**src/design/write_hier_pkg.sv**
```systemverilog
package write_hier_pkg;

    // Levels of the store hierarchy, used as pending vector indices
    typedef enum logic [1:0] {
        LVL_L1  = 2'd0,
        LVL_L2  = 2'd1,
        LVL_MEM = 2'd2
    } level_e;

    // One write lane per level
    localparam int NUM_LEVELS = 3;

endpackage

```
**src/design/lane_state_pkg.sv**
```systemverilog
package lane_state_pkg;

    // Per-level machine that is free to issue or holds a blocked write
    typedef enum logic {
        LANE_IDLE    = 1'b0,
        LANE_PENDING = 1'b1
    } lane_state_e;

endpackage

```
**src/design/write_capture.sv**
```systemverilog
module write_capture import write_hier_pkg::*; #(
    parameter int ADDRESS_WIDTH = 32,
    parameter int DATA_WIDTH    = 32,
    parameter int OFFSET_WIDTH  = 2
) (
    input  logic                     clk,
    input  logic                     rst,
    input  logic                     proc_enable_wr,
    input  logic [ADDRESS_WIDTH-1:0] proc_address_wr,
    input  logic [DATA_WIDTH-1:0]    proc_data_wr,
    input  logic [OFFSET_WIDTH-1:0]  proc_offset_bits_begin,
    input  logic [OFFSET_WIDTH-1:0]  proc_offset_bits_end,
    input  logic [NUM_LEVELS-1:0]    pending,
    output logic                     accept,
    output logic                     write_busy,
    output logic [DATA_WIDTH-1:0]    live_mask,
    output logic [ADDRESS_WIDTH-1:0] saved_address,
    output logic [DATA_WIDTH-1:0]    saved_data,
    output logic [DATA_WIDTH-1:0]    saved_mask
);

    localparam int NUM_SEGS  = 1 << OFFSET_WIDTH;
    localparam int SEG_WIDTH = DATA_WIDTH / NUM_SEGS;

    // Segment mask from the offsets
    // all-zero offsets keep an all-zero mask, which stands for a whole-word write
    always_comb begin
        live_mask = '0;
        if (proc_offset_bits_begin != '0 || proc_offset_bits_end != '0) begin
            for (int i = 0; i < NUM_SEGS; i++) begin
                if (i >= int'(proc_offset_bits_begin) && i <= int'(proc_offset_bits_end)) begin
                    live_mask[i*SEG_WIDTH +: SEG_WIDTH] = '1;
                end
            end
        end
    end

    // Any level still holding the previous write blocks the processor
    assign write_busy = |pending;
    assign accept     = proc_enable_wr & ~write_busy;

    // Copy of the accepted write for levels that have to wait
    always_ff @(posedge clk or posedge rst) begin
        if (rst) begin
            saved_address <= '0;
            saved_data    <= '0;
            saved_mask    <= '0;
        end else if (accept) begin
            saved_address <= proc_address_wr;
            saved_data    <= proc_data_wr;
            saved_mask    <= live_mask;
        end
    end

endmodule

```
**src/design/level_write_lane.sv**
```systemverilog
module level_write_lane import lane_state_pkg::*; #(
    parameter int ADDRESS_WIDTH = 32,
    parameter int DATA_WIDTH    = 32
) (
    input  logic                     clk,
    input  logic                     rst,
    input  logic                     accept,
    input  logic                     buff_full,
    input  logic [ADDRESS_WIDTH-1:0] live_address,
    input  logic [DATA_WIDTH-1:0]    live_data,
    input  logic [DATA_WIDTH-1:0]    live_mask,
    input  logic [ADDRESS_WIDTH-1:0] saved_address,
    input  logic [DATA_WIDTH-1:0]    saved_data,
    input  logic [DATA_WIDTH-1:0]    saved_mask,
    output logic                     pending,
    output logic                     wr_enable,
    output logic [ADDRESS_WIDTH-1:0] wr_address,
    output logic [DATA_WIDTH-1:0]    wr_data,
    output logic [DATA_WIDTH-1:0]    wr_mask
);

    lane_state_e state;
    lane_state_e state_next;
    logic        issue_live;
    logic        issue_saved;

    // Issue straight from the processor, or later from the saved copy
    assign issue_live  = (state == LANE_IDLE) && accept && !buff_full;
    assign issue_saved = (state == LANE_PENDING) && !buff_full;

    always_comb begin
        state_next = state;
        case (state)
            LANE_IDLE: begin
                if (accept && buff_full) begin
                    state_next = LANE_PENDING;
                end
            end
            LANE_PENDING: begin
                if (!buff_full) begin
                    state_next = LANE_IDLE;
                end
            end
            default: state_next = LANE_IDLE;
        endcase
    end

    always_ff @(posedge clk or posedge rst) begin
        if (rst) begin
            state <= LANE_IDLE;
        end else begin
            state <= state_next;
        end
    end

    assign pending = (state == LANE_PENDING);

    // Outputs stay zero outside an issue cycle
    always_comb begin
        wr_enable  = issue_live | issue_saved;
        wr_address = '0;
        wr_data    = '0;
        wr_mask    = '0;
        if (issue_live) begin
            wr_address = live_address;
            wr_data    = live_data;
            wr_mask    = live_mask;
        end else if (issue_saved) begin
            wr_address = saved_address;
            wr_data    = saved_data;
            wr_mask    = saved_mask;
        end
    end

endmodule

```
**src/design/write_through_top.sv**
```systemverilog
module write_through_top import write_hier_pkg::*; #(
    parameter int ADDRESS_WIDTH = 32,
    parameter int DATA_WIDTH    = 32,
    parameter int OFFSET_WIDTH  = 2
) (
    input  logic                     clk,
    input  logic                     rst,
    input  logic                     proc_enable_wr,
    input  logic [ADDRESS_WIDTH-1:0] proc_address_wr,
    input  logic [DATA_WIDTH-1:0]    proc_data_wr,
    input  logic [OFFSET_WIDTH-1:0]  proc_offset_bits_begin,
    input  logic [OFFSET_WIDTH-1:0]  proc_offset_bits_end,
    input  logic                     buff_l1_full,
    input  logic                     buff_l2_full,
    input  logic                     buff_mem_full,
    output logic                     l1_wr_enable,
    output logic [ADDRESS_WIDTH-1:0] l1_wr_address,
    output logic [DATA_WIDTH-1:0]    l1_wr_data,
    output logic [DATA_WIDTH-1:0]    l1_mask,
    output logic                     l2_wr_enable,
    output logic [ADDRESS_WIDTH-1:0] l2_wr_address,
    output logic [DATA_WIDTH-1:0]    l2_wr_data,
    output logic [DATA_WIDTH-1:0]    l2_mask,
    output logic                     mem_wr_enable,
    output logic [ADDRESS_WIDTH-1:0] mem_wr_address,
    output logic [DATA_WIDTH-1:0]    mem_wr_data,
    output logic [DATA_WIDTH-1:0]    mem_mask,
    output logic                     write_busy
);

    logic                     accept;
    logic [DATA_WIDTH-1:0]    live_mask;
    logic [ADDRESS_WIDTH-1:0] saved_address;
    logic [DATA_WIDTH-1:0]    saved_data;
    logic [DATA_WIDTH-1:0]    saved_mask;
    logic [NUM_LEVELS-1:0]    pending;

    write_capture #(
        .ADDRESS_WIDTH(ADDRESS_WIDTH),
        .DATA_WIDTH   (DATA_WIDTH),
        .OFFSET_WIDTH (OFFSET_WIDTH)
    ) cap0 (
        .clk                   (clk),
        .rst                   (rst),
        .proc_enable_wr        (proc_enable_wr),
        .proc_address_wr       (proc_address_wr),
        .proc_data_wr          (proc_data_wr),
        .proc_offset_bits_begin(proc_offset_bits_begin),
        .proc_offset_bits_end  (proc_offset_bits_end),
        .pending               (pending),
        .accept                (accept),
        .write_busy            (write_busy),
        .live_mask             (live_mask),
        .saved_address         (saved_address),
        .saved_data            (saved_data),
        .saved_mask            (saved_mask)
    );

    // One lane per level, each with its own full flag
    level_write_lane #(
        .ADDRESS_WIDTH(ADDRESS_WIDTH),
        .DATA_WIDTH   (DATA_WIDTH)
    ) lane_l1 (
        .clk          (clk),
        .rst          (rst),
        .accept       (accept),
        .buff_full    (buff_l1_full),
        .live_address (proc_address_wr),
        .live_data    (proc_data_wr),
        .live_mask    (live_mask),
        .saved_address(saved_address),
        .saved_data   (saved_data),
        .saved_mask   (saved_mask),
        .pending      (pending[LVL_L1]),
        .wr_enable    (l1_wr_enable),
        .wr_address   (l1_wr_address),
        .wr_data      (l1_wr_data),
        .wr_mask      (l1_mask)
    );

    level_write_lane #(
        .ADDRESS_WIDTH(ADDRESS_WIDTH),
        .DATA_WIDTH   (DATA_WIDTH)
    ) lane_l2 (
        .clk          (clk),
        .rst          (rst),
        .accept       (accept),
        .buff_full    (buff_l2_full),
        .live_address (proc_address_wr),
        .live_data    (proc_data_wr),
        .live_mask    (live_mask),
        .saved_address(saved_address),
        .saved_data   (saved_data),
        .saved_mask   (saved_mask),
        .pending      (pending[LVL_L2]),
        .wr_enable    (l2_wr_enable),
        .wr_address   (l2_wr_address),
        .wr_data      (l2_wr_data),
        .wr_mask      (l2_mask)
    );

    level_write_lane #(
        .ADDRESS_WIDTH(ADDRESS_WIDTH),
        .DATA_WIDTH   (DATA_WIDTH)
    ) lane_mem (
        .clk          (clk),
        .rst          (rst),
        .accept       (accept),
        .buff_full    (buff_mem_full),
        .live_address (proc_address_wr),
        .live_data    (proc_data_wr),
        .live_mask    (live_mask),
        .saved_address(saved_address),
        .saved_data   (saved_data),
        .saved_mask   (saved_mask),
        .pending      (pending[LVL_MEM]),
        .wr_enable    (mem_wr_enable),
        .wr_address   (mem_wr_address),
        .wr_data      (mem_wr_data),
        .wr_mask      (mem_mask)
    );

endmodule

```
**config.mk**
```make
export PLATFORM = sky130hd
export DESIGN_NAME = write_through_top
export DESIGN_NICKNAME = d
export VERILOG_FILES = /design/src/design/write_hier_pkg.sv /design/src/design/lane_state_pkg.sv /design/src/design/write_capture.sv /design/src/design/level_write_lane.sv /design/src/design/write_through_top.sv
export SDC_FILE = /design/constraint.sdc
export NUM_CORES = 1
export LEC_CHECK = 0
export BUFFER_PORTS_ARGS = -buffer_cell sky130_fd_sc_hd__buf_2
export CAP_MARGIN = 20
export CORE_AREA = 3 3 141 143
export DETAILED_ROUTE_END_ITERATION = 12
export DIE_AREA = 0 0 144 146
export SYNTH_ARGS = -nofsm -noshare
export SYNTH_HDL_FRONTEND = slang
export SYNTH_SLANG_ARGS = --single-unit
export TNS_END_PERCENT = 50
```
**constraint.sdc**
```tcl
create_clock -name clk -period 4.78 [get_ports clk]
set_input_delay 0.478 -clock clk [delete_from_list [all_inputs] [get_ports clk]]
set_output_delay 0.478 -clock clk [all_outputs]
set_load 0.005 [all_outputs]
```
# [Word-level counts from Yosys, hierarchy flattened]
# Cells that the tools add are included.
[op_classes] addsub=0 multipliers=0 n_div=0 n_lt_le_gt_ge=6 n_eq_ne=0 n_shift=0 n_mux=32 bitwise=8 n_reduce_logical=21
[op_table] operator="32-bit 2-to-1 mux" count=19
[op_table] operator="8-bit 2-to-1 mux" count=4
[op_table] operator="1-bit logical AND" count=14
[op_table] operator="1-bit 2-to-1 mux" count=6
[op_table] operator="1-bit case mux with 2 select lines" count=3
[op_table] operator="1-bit by 2-bit greater-or-equal comparator with 1-bit output, first input constant" count=2
[op_table] operator="2-bit <= comparator, first input constant" count=2
[op_table] operator="1-bit NOT" count=4
[op_table] operator="2-bit nonzero test" count=2
[op_table] operator="1-bit zero test" count=3
[op_table] operator="1-bit bitwise OR" count=3
[op_table] operator="3-bit OR reduction" count=1
[op_table] operator="2-bit greater-or-equal comparator, first input constant" count=1
[op_table] operator="1-bit by 2-bit <= comparator with 1-bit output, first input constant" count=1
[op_table] operator="1-bit bitwise AND" count=1
[op_table] operator="1-bit logical OR" count=1
[totals] regBits=99 latchBits=0 ram_bits=0 mem_bits_ro=0 word_cells=73 memories=0

# [Longest topological paths before layout]
# Gate-level depths: netlist of the first run.
[logic_depth] ltp_word=6 mapped_depth=7 depth_no_buf=3

# [Cells and area by module]
# A second synthesis of the first run with hierarchy kept.
[hier_totals] cells_unflattened=615 area_unflattened_um2=6627.6
[modules_own_cells] mod="level_write_lane" instances=3 cells_per_inst=135 area_per_inst_um2=1202.4 seq_area_each_um2=25.0
[modules_own_cells] mod="write_capture" instances=1 cells_per_inst=210 area_per_inst_um2=3020.4 seq_area_each_um2=1701.6

# [Worst setup path after synthesis of the first run]
# Ideal clock, no wire load.
[synth_path] path_kind="flip-flop to output port" start="register lane_l2.state, in the netlist lane_l2.pending" end="output port l1_mask[10]" t_arrival_ns=2.127 path_slack_ns=2.175 stages_incl_launch_ff=7 path_cell_list="dfrtp_1 > buf_6 > or4b_1 > buf_2 > or3_1 > a21oi_1 > buf_4"
[synth_between] elab_chain_len=6
[synth_rtl] element="start: declaration" line_no="level_write_lane.sv:22" rtl="lane_state_e state;"
[synth_rtl] element="start signal: assignment" line_no="level_write_lane.sv:52" rtl="state <= state_next;"
[synth_rtl] element="3-bit OR reduction" line_no="write_capture.sv:39" rtl="assign write_busy = |pending;"
[synth_rtl] element="1-bit NOT" line_no="write_capture.sv:40" rtl="assign accept = proc_enable_wr & ~write_busy;"
[synth_rtl] element="1-bit bitwise AND" line_no="write_capture.sv:40"
[synth_rtl] element="1-bit logical AND (2 in series)" line_no="level_write_lane.sv:28" rtl="assign issue_live = (state == LANE_IDLE) && accept && !buff_full;"
[synth_rtl] element="32-bit 2-to-1 mux" line_no="level_write_lane.sv:64" rtl="if (issue_live) begin"
[synth_rtl] element="end: declaration" line_no="write_through_top.sv:19" rtl="output logic [DATA_WIDTH-1:0] l1_mask,"
# Every way passes these cells.

# [Worst setup path after layout of the first run]
[layout_path] start="register lane_mem.state, in the netlist lane_mem.pending" end="output port mem_mask[16]"
[layout_between] elab_chain_len=6 elab_cells_between_ends=9 classes_between="mux: 2; bitwise: 3; reduce/logical: 4"
[layout_rtl] element="start: declaration" line_no="level_write_lane.sv:22"
[layout_rtl] element="start signal: assignment" line_no="level_write_lane.sv:52"
[layout_rtl] element="3-bit OR reduction" line_no="write_capture.sv:39"
[layout_rtl] element="1-bit NOT" line_no="write_capture.sv:40"
[layout_rtl] element="1-bit bitwise AND" line_no="write_capture.sv:40"
[layout_rtl] element="1-bit logical AND (2 in series)" line_no="level_write_lane.sv:28"
[layout_rtl] element="32-bit 2-to-1 mux (*)" line_no="level_write_lane.sv:64"
[layout_rtl] element="end: declaration" line_no="write_through_top.sv:27" rtl="output logic [DATA_WIDTH-1:0] mem_mask,"
# Mark *: on every way between the ends. The rest lies on a longest branch, timed or not.

==> results.cfg, run 1 <==
[cts]
cts_root_buf = clkbuf_16
clockBufferDepth = 2
cts_tree = done
clock-sinks = 71
path_clk_slew_ns = 0.06
numCtsBuffers = 9
ctsHoldBuffers = 0
post_cts_buffers = 0
h-tree-depth = 3
cts_resized = 0
clock_latency_ns = 0.33

[sta]
holdWs_ns = 0.191
final_max_slew_viol_count = 0
period_share_pct = 72.5
fin_tns_setup_ns = 0
setup_slack_ns = 1.32
grt_setup_unrepaired = no
hold_viol = 0
fin_worst_skew_ns = 0.00473
tightest_slew_ns = 1.02
slew_headroom_pct = 32.3
fin_crit_ns = 3.46
finalSetupViolCount = 0
fmax_mhz = 289

[worst_setup_path]
critPathMaxFanout = 71
start_kind = register
crit_type = reg -> out
critPathRequiredTime_ns = 4.30
r2r_slack_ns = 2.62
cpMostUsedCell = buf_4
crit_slowest_cell = a21oi_1
reg2reg_depth = 4
end_kind = primary output
slowest_delay_ns = 0.53
worstPathCellList = buf_4, nor4b_4, buf_4, nand3_1, a21oi_1, buf_2
r2r_start = lane_l2.pending
reg2reg_to = cap0.saved_data[0]
critPathArrivalTime_ns = 2.99

[finish]
final_util_pct = 37.5
design_area_um2 = 7020
final_cells = 1324
final_cell_mix = nand2_1 (405), buf_2 (365), a21oi_1 (201), dfrtp_1 (68), buf_4 (10)
drive_above_1_share_pct = 36.7
final_common_cell = nand2_1
num-nets-final = 1158
areaGrowthSynthToFinish_pct = 32.0

[drt]
num_vias = 6329
via_per_inst = 4.78
drt_iter0_markers = 319
drt_pass1_iterations = 5
ant_nets = 0
wirelength_mm = 21.0
wl_per_cell_um = 15.8
drc_errors = 0

[power_and_ir_drop]
power_leakage_nw = 4.03
p_total_mw = 2.64
peakVddDrop_mv = 0.162
cellPowerDensity_nw_per_um2 = 377

[die]
die_w_um = 144
dieArea_um2 = 21000
ios = 366
die_y_um = 146
core.rowCount = 50
coreArea_um2 = 18700
start_util_pct = 28.4

[min_path]
min_path_type = in -> async

[synth]
netlist_instances = 845
synth.distinct_cells = 17
ys_seq_area_share_pct = 33.4
ys_warn_count = 0
synth-seq-cells = 71
synth_fp_nets = 919
synth_area_um2 = 5320
avgSynthCellArea_um2 = 6.29

[placed_design]
dpl.hpwl_mm = 14.6
dp_cells = 1307
place_ws_ns = 1.52
port_buffers = 365
gp_congestion = 0.834
place_area_um2 = 6650

[grt]
first_global_vias = 5858
grtUsageTotal_pct = 19.3
grt_overflow = 0
antenna_found_initial = 2
grt_max_degree = 72
grt_pass1_wl_mm = 32.1

[outcome]
status = completed

[flow_run]
drv_cap = 0
[kinds of logic after synthesis]
family	Yosys count	share of synthesized area [%]
simple gates	422	30.5
compound gates	204	19.4
buf+inv	148	16.6
flops	71	33.4
[cell type report]
class                      count  area [µm²]
clock buffer                  11         243
tap                          234         293
sequential                    71        1780
multi-input combinational    626        2670
clock inverter                 5         129
timing repair buffer         375        1900
inverter                       1        5.00
antenna                        1        2.50
fill                        2065       11700
[how the worst max path moves through the flow]
stage	from	to	cells past startpoint
floorplan	lane_l2.pending	l1_mask[10]	6
global placement	proc_enable_wr	l2_mask[10]	5
detailed placement	proc_enable_wr	l2_mask[10]	5
CTS	lane_l2.pending	mem_mask[16]	6
global route	lane_l2.pending	mem_mask[17]	6
finish	lane_mem.pending	mem_mask[16]	6
[metal layers]
layer	wire, µm	part of all wire [%]	track usage [%]
met1	8500	41	23.7
met2	10300	49	33.0
met5	0	0	0
met3	1740	8.3	4.30
met4	439	2.1	6.31
[worst max-delay path: cells and delay by family, from the launching register on]
family,cells,cell delay (ns)
buffers and inverters,3,1.09
AND/OR/NAND/NOR,2,0.62
flip-flops,1,0.39
AO/OA/AOI/OAI,1,0.53
[synthesized netlist by cell type]
master,instances,share of area [%]
a21oi_1,201,19
a21oi_2,3,0.49
buf_1,1,0.071
buf_2,4,0.38
buf_4,84,12
buf_6,1,0.21
clkbuf_1,57,4.0
dfrtp_1,71,33
inv_1,1,0.071
nand2_1,405,29
nand3_1,2,0.19
nor2_1,7,0.49
nor2b_1,3,0.35
nor4b_2,1,0.28
or3_1,2,0.24
or4_4,1,0.21
or4b_1,1,0.19
[flip-flops by register name, indices dropped and copies added, names as in the netlist]
register and cells:
cap0.saved_address 32, lane_l2.pending 1, lane_l1.pending 1, cap0.saved_mask 4, cap0.saved_data 32, lane_mem.pending 1
[power breakdown]
part | leakage (nW) | internal, mW | switching, mW
sequential | 0.877 | 0.774 | 0.173
combinational | 2.97 | 0.333 | 0.519
clock | 0.180 | 0.578 | 0.267
No activity file was read; power rests on OpenSTA's default activity.
==> run 2, diff against run 1 <==
==> constraint.sdc (replaced) <==
create_clock -name clk -period 3.2 [get_ports clk]
set_input_delay 0.32 -clock clk [delete_from_list [all_inputs] [get_ports clk]]
set_output_delay 0.32 -clock clk [all_outputs]
set_load 0.005 [all_outputs]
==> run 2 against run 1 <==
Effect of this change: register-to-register slack got worse by 1.3 ns; clock skew down 0.00059 ns; die area unchanged; core utilization shrank 0.23 points; clock power increased by 21%; flip-flop and latch count is the same; largest power group unchanged.
==> results.cfg, run 2 (same netlist as run 1, synthesis figures left out) <==
[sta]
period_share_pct = 92.8
tightest_slew_ns = 0.865
fin_tns_setup_ns = 0
fin_crit_ns = 2.97
fin_worst_skew_ns = 0.00413
fmax_mhz = 337
final_max_slew_viol_count = 0
hold_viol = 0
finalSetupViolCount = 0
slew_headroom_pct = 42.3
grt_setup_unrepaired = no

[placed_design]
dpl.hpwl_mm = 14.7
gp_congestion = 0.837
port_buffers = 365
dp_cells = 1311

[drt]
via_per_inst = 4.77
wl_per_cell_um = 15.9
drt_pass1_iterations = 5
num_vias = 6330
drt_iter0_markers = 356
wirelength_mm = 21.1
drc_errors = 0
ant_nets = 0

[worst_setup_path]
reg2reg_to = cap0.saved_mask[7]
worstPathCellList = or4b_2, or3_1, a21oi_1, buf_2
critPathArrivalTime_ns = 2.65
start_kind = register
r2r_start = lane_l2.pending
r2r_slack_ns = 1.34
critPathMaxFanout = 8
slowest_delay_ns = 0.73
crit_slowest_cell = or4b_2
end_kind = primary output
crit_type = reg -> out
critPathRequiredTime_ns = 2.88
reg2reg_depth = 3

[cts]
cts_tree = done
clockBufferDepth = 2
cts_resized = 0
numCtsBuffers = 9
ctsHoldBuffers = 0
h-tree-depth = 3
clock_latency_ns = 0.33
post_cts_buffers = 0
path_clk_slew_ns = 0.06
cts_root_buf = clkbuf_16
clock-sinks = 71

[power_and_ir_drop]
power_leakage_nw = 4.01
peakVddDrop_mv = 0.225
cellPowerDensity_nw_per_um2 = 533

[die]
start_util_pct = 28.4
dieArea_um2 = 21000
ios = 366
die_y_um = 146
core.rowCount = 50
coreArea_um2 = 18700
die_w_um = 144

[finish]
largestRegisters = cap0.saved_address x32, cap0.saved_data x32, cap0.saved_mask x4
antenna_cells = 0
final_util_pct = 37.3
final_common_cell = nand2_1
final_cells = 1327
final_cell_mix = nand2_1 (405), buf_2 (365), a21oi_1 (201), dfrtp_1 (68), buf_4 (14)
drive_above_1_share_pct = 36.9
num-nets-final = 1162
areaGrowthSynthToFinish_pct = 31.2
fillers = 2059

[grt]
grt_pass1_wl_mm = 32.0
antenna_found_initial = 1
grtUsageTotal_pct = 19.3
grt_max_degree = 71
first_global_vias = 5815
grt_overflow = 0

[outcome]
status = completed

[flow_run]
drv_cap = 0

[min_path]
min_path_type = in -> async
-- run 2: how the worst max path moves through the flow --
stage	start	endpoint	slack, ns	depth (start not counted)
floorplan	lane_l2.pending	l1_mask[10]	0.75	6
global placement	lane_l2.pending	l2_mask[10]	0.56	4
detailed placement	lane_l2.pending	l2_mask[10]	0.53	4
CTS	lane_l2.pending	l2_mask[10]	0.15	4
global route	lane_l2.pending	l2_mask[14]	0.04	4
finish	lane_l2.pending	l2_mask[8]	0.23	4
-- run 2: cell type report --
| type | instances | area (µm²) | area share [%] |
|---|---|---|---|
| Multi-Input combinational cell | 626 | 2670 | 38.2 |
| Timing Repair Buffer | 379 | 1930 | 27.7 |
| Sequential cell | 71 | 1780 | 25.5 |
| Tap cell | 234 | 293 | 4.20 |
| Clock buffer | 12 | 246 | 3.53 |
| Clock inverter | 4 | 53.8 | 0.771 |
| Inverter | 1 | 5.00 | 0.0717 |
-- run 2: metal layers --
layer  part of all wire [%]  vias up  GRT usage (%)
met4                    2.1        0           6.50
met5                      0        -              0
met2                     49      325           32.2
met1                     41     2872           24.4
li1                       -     3116              -
met3                    8.0       17           4.34
-- run 2: worst max-delay path: cells and delay by family, from the launching register on --
family	cells	cell delay [ns]
flops	1	0.42
buf+inv	1	0.22
simple gates	2	1.18
compound gates	1	0.50
-- run 2: where the power goes --
| part | switching (mW) | internal [mW] |
|---|---|---|
| sequential | 0.264 | 1.16 |
| combinational | 0.775 | 0.504 |
| clock | 0.393 | 0.628 |
| total | 1.43 | 2.29 |
-- run 2: metrics by stage --
stage	area (µm²)	hold WS (ns)	setup slack (ns)	power (mW)
floorplan	5320	0.480	0.753	2.22
global placement	6680	0.479	0.555	2.70
detailed placement	6680	0.482	0.530	2.72
CTS	6980	0.108	0.150	3.77
global route	6980	0.138	0.0400	4.02
finish	6980	0.0888	0.231	3.72
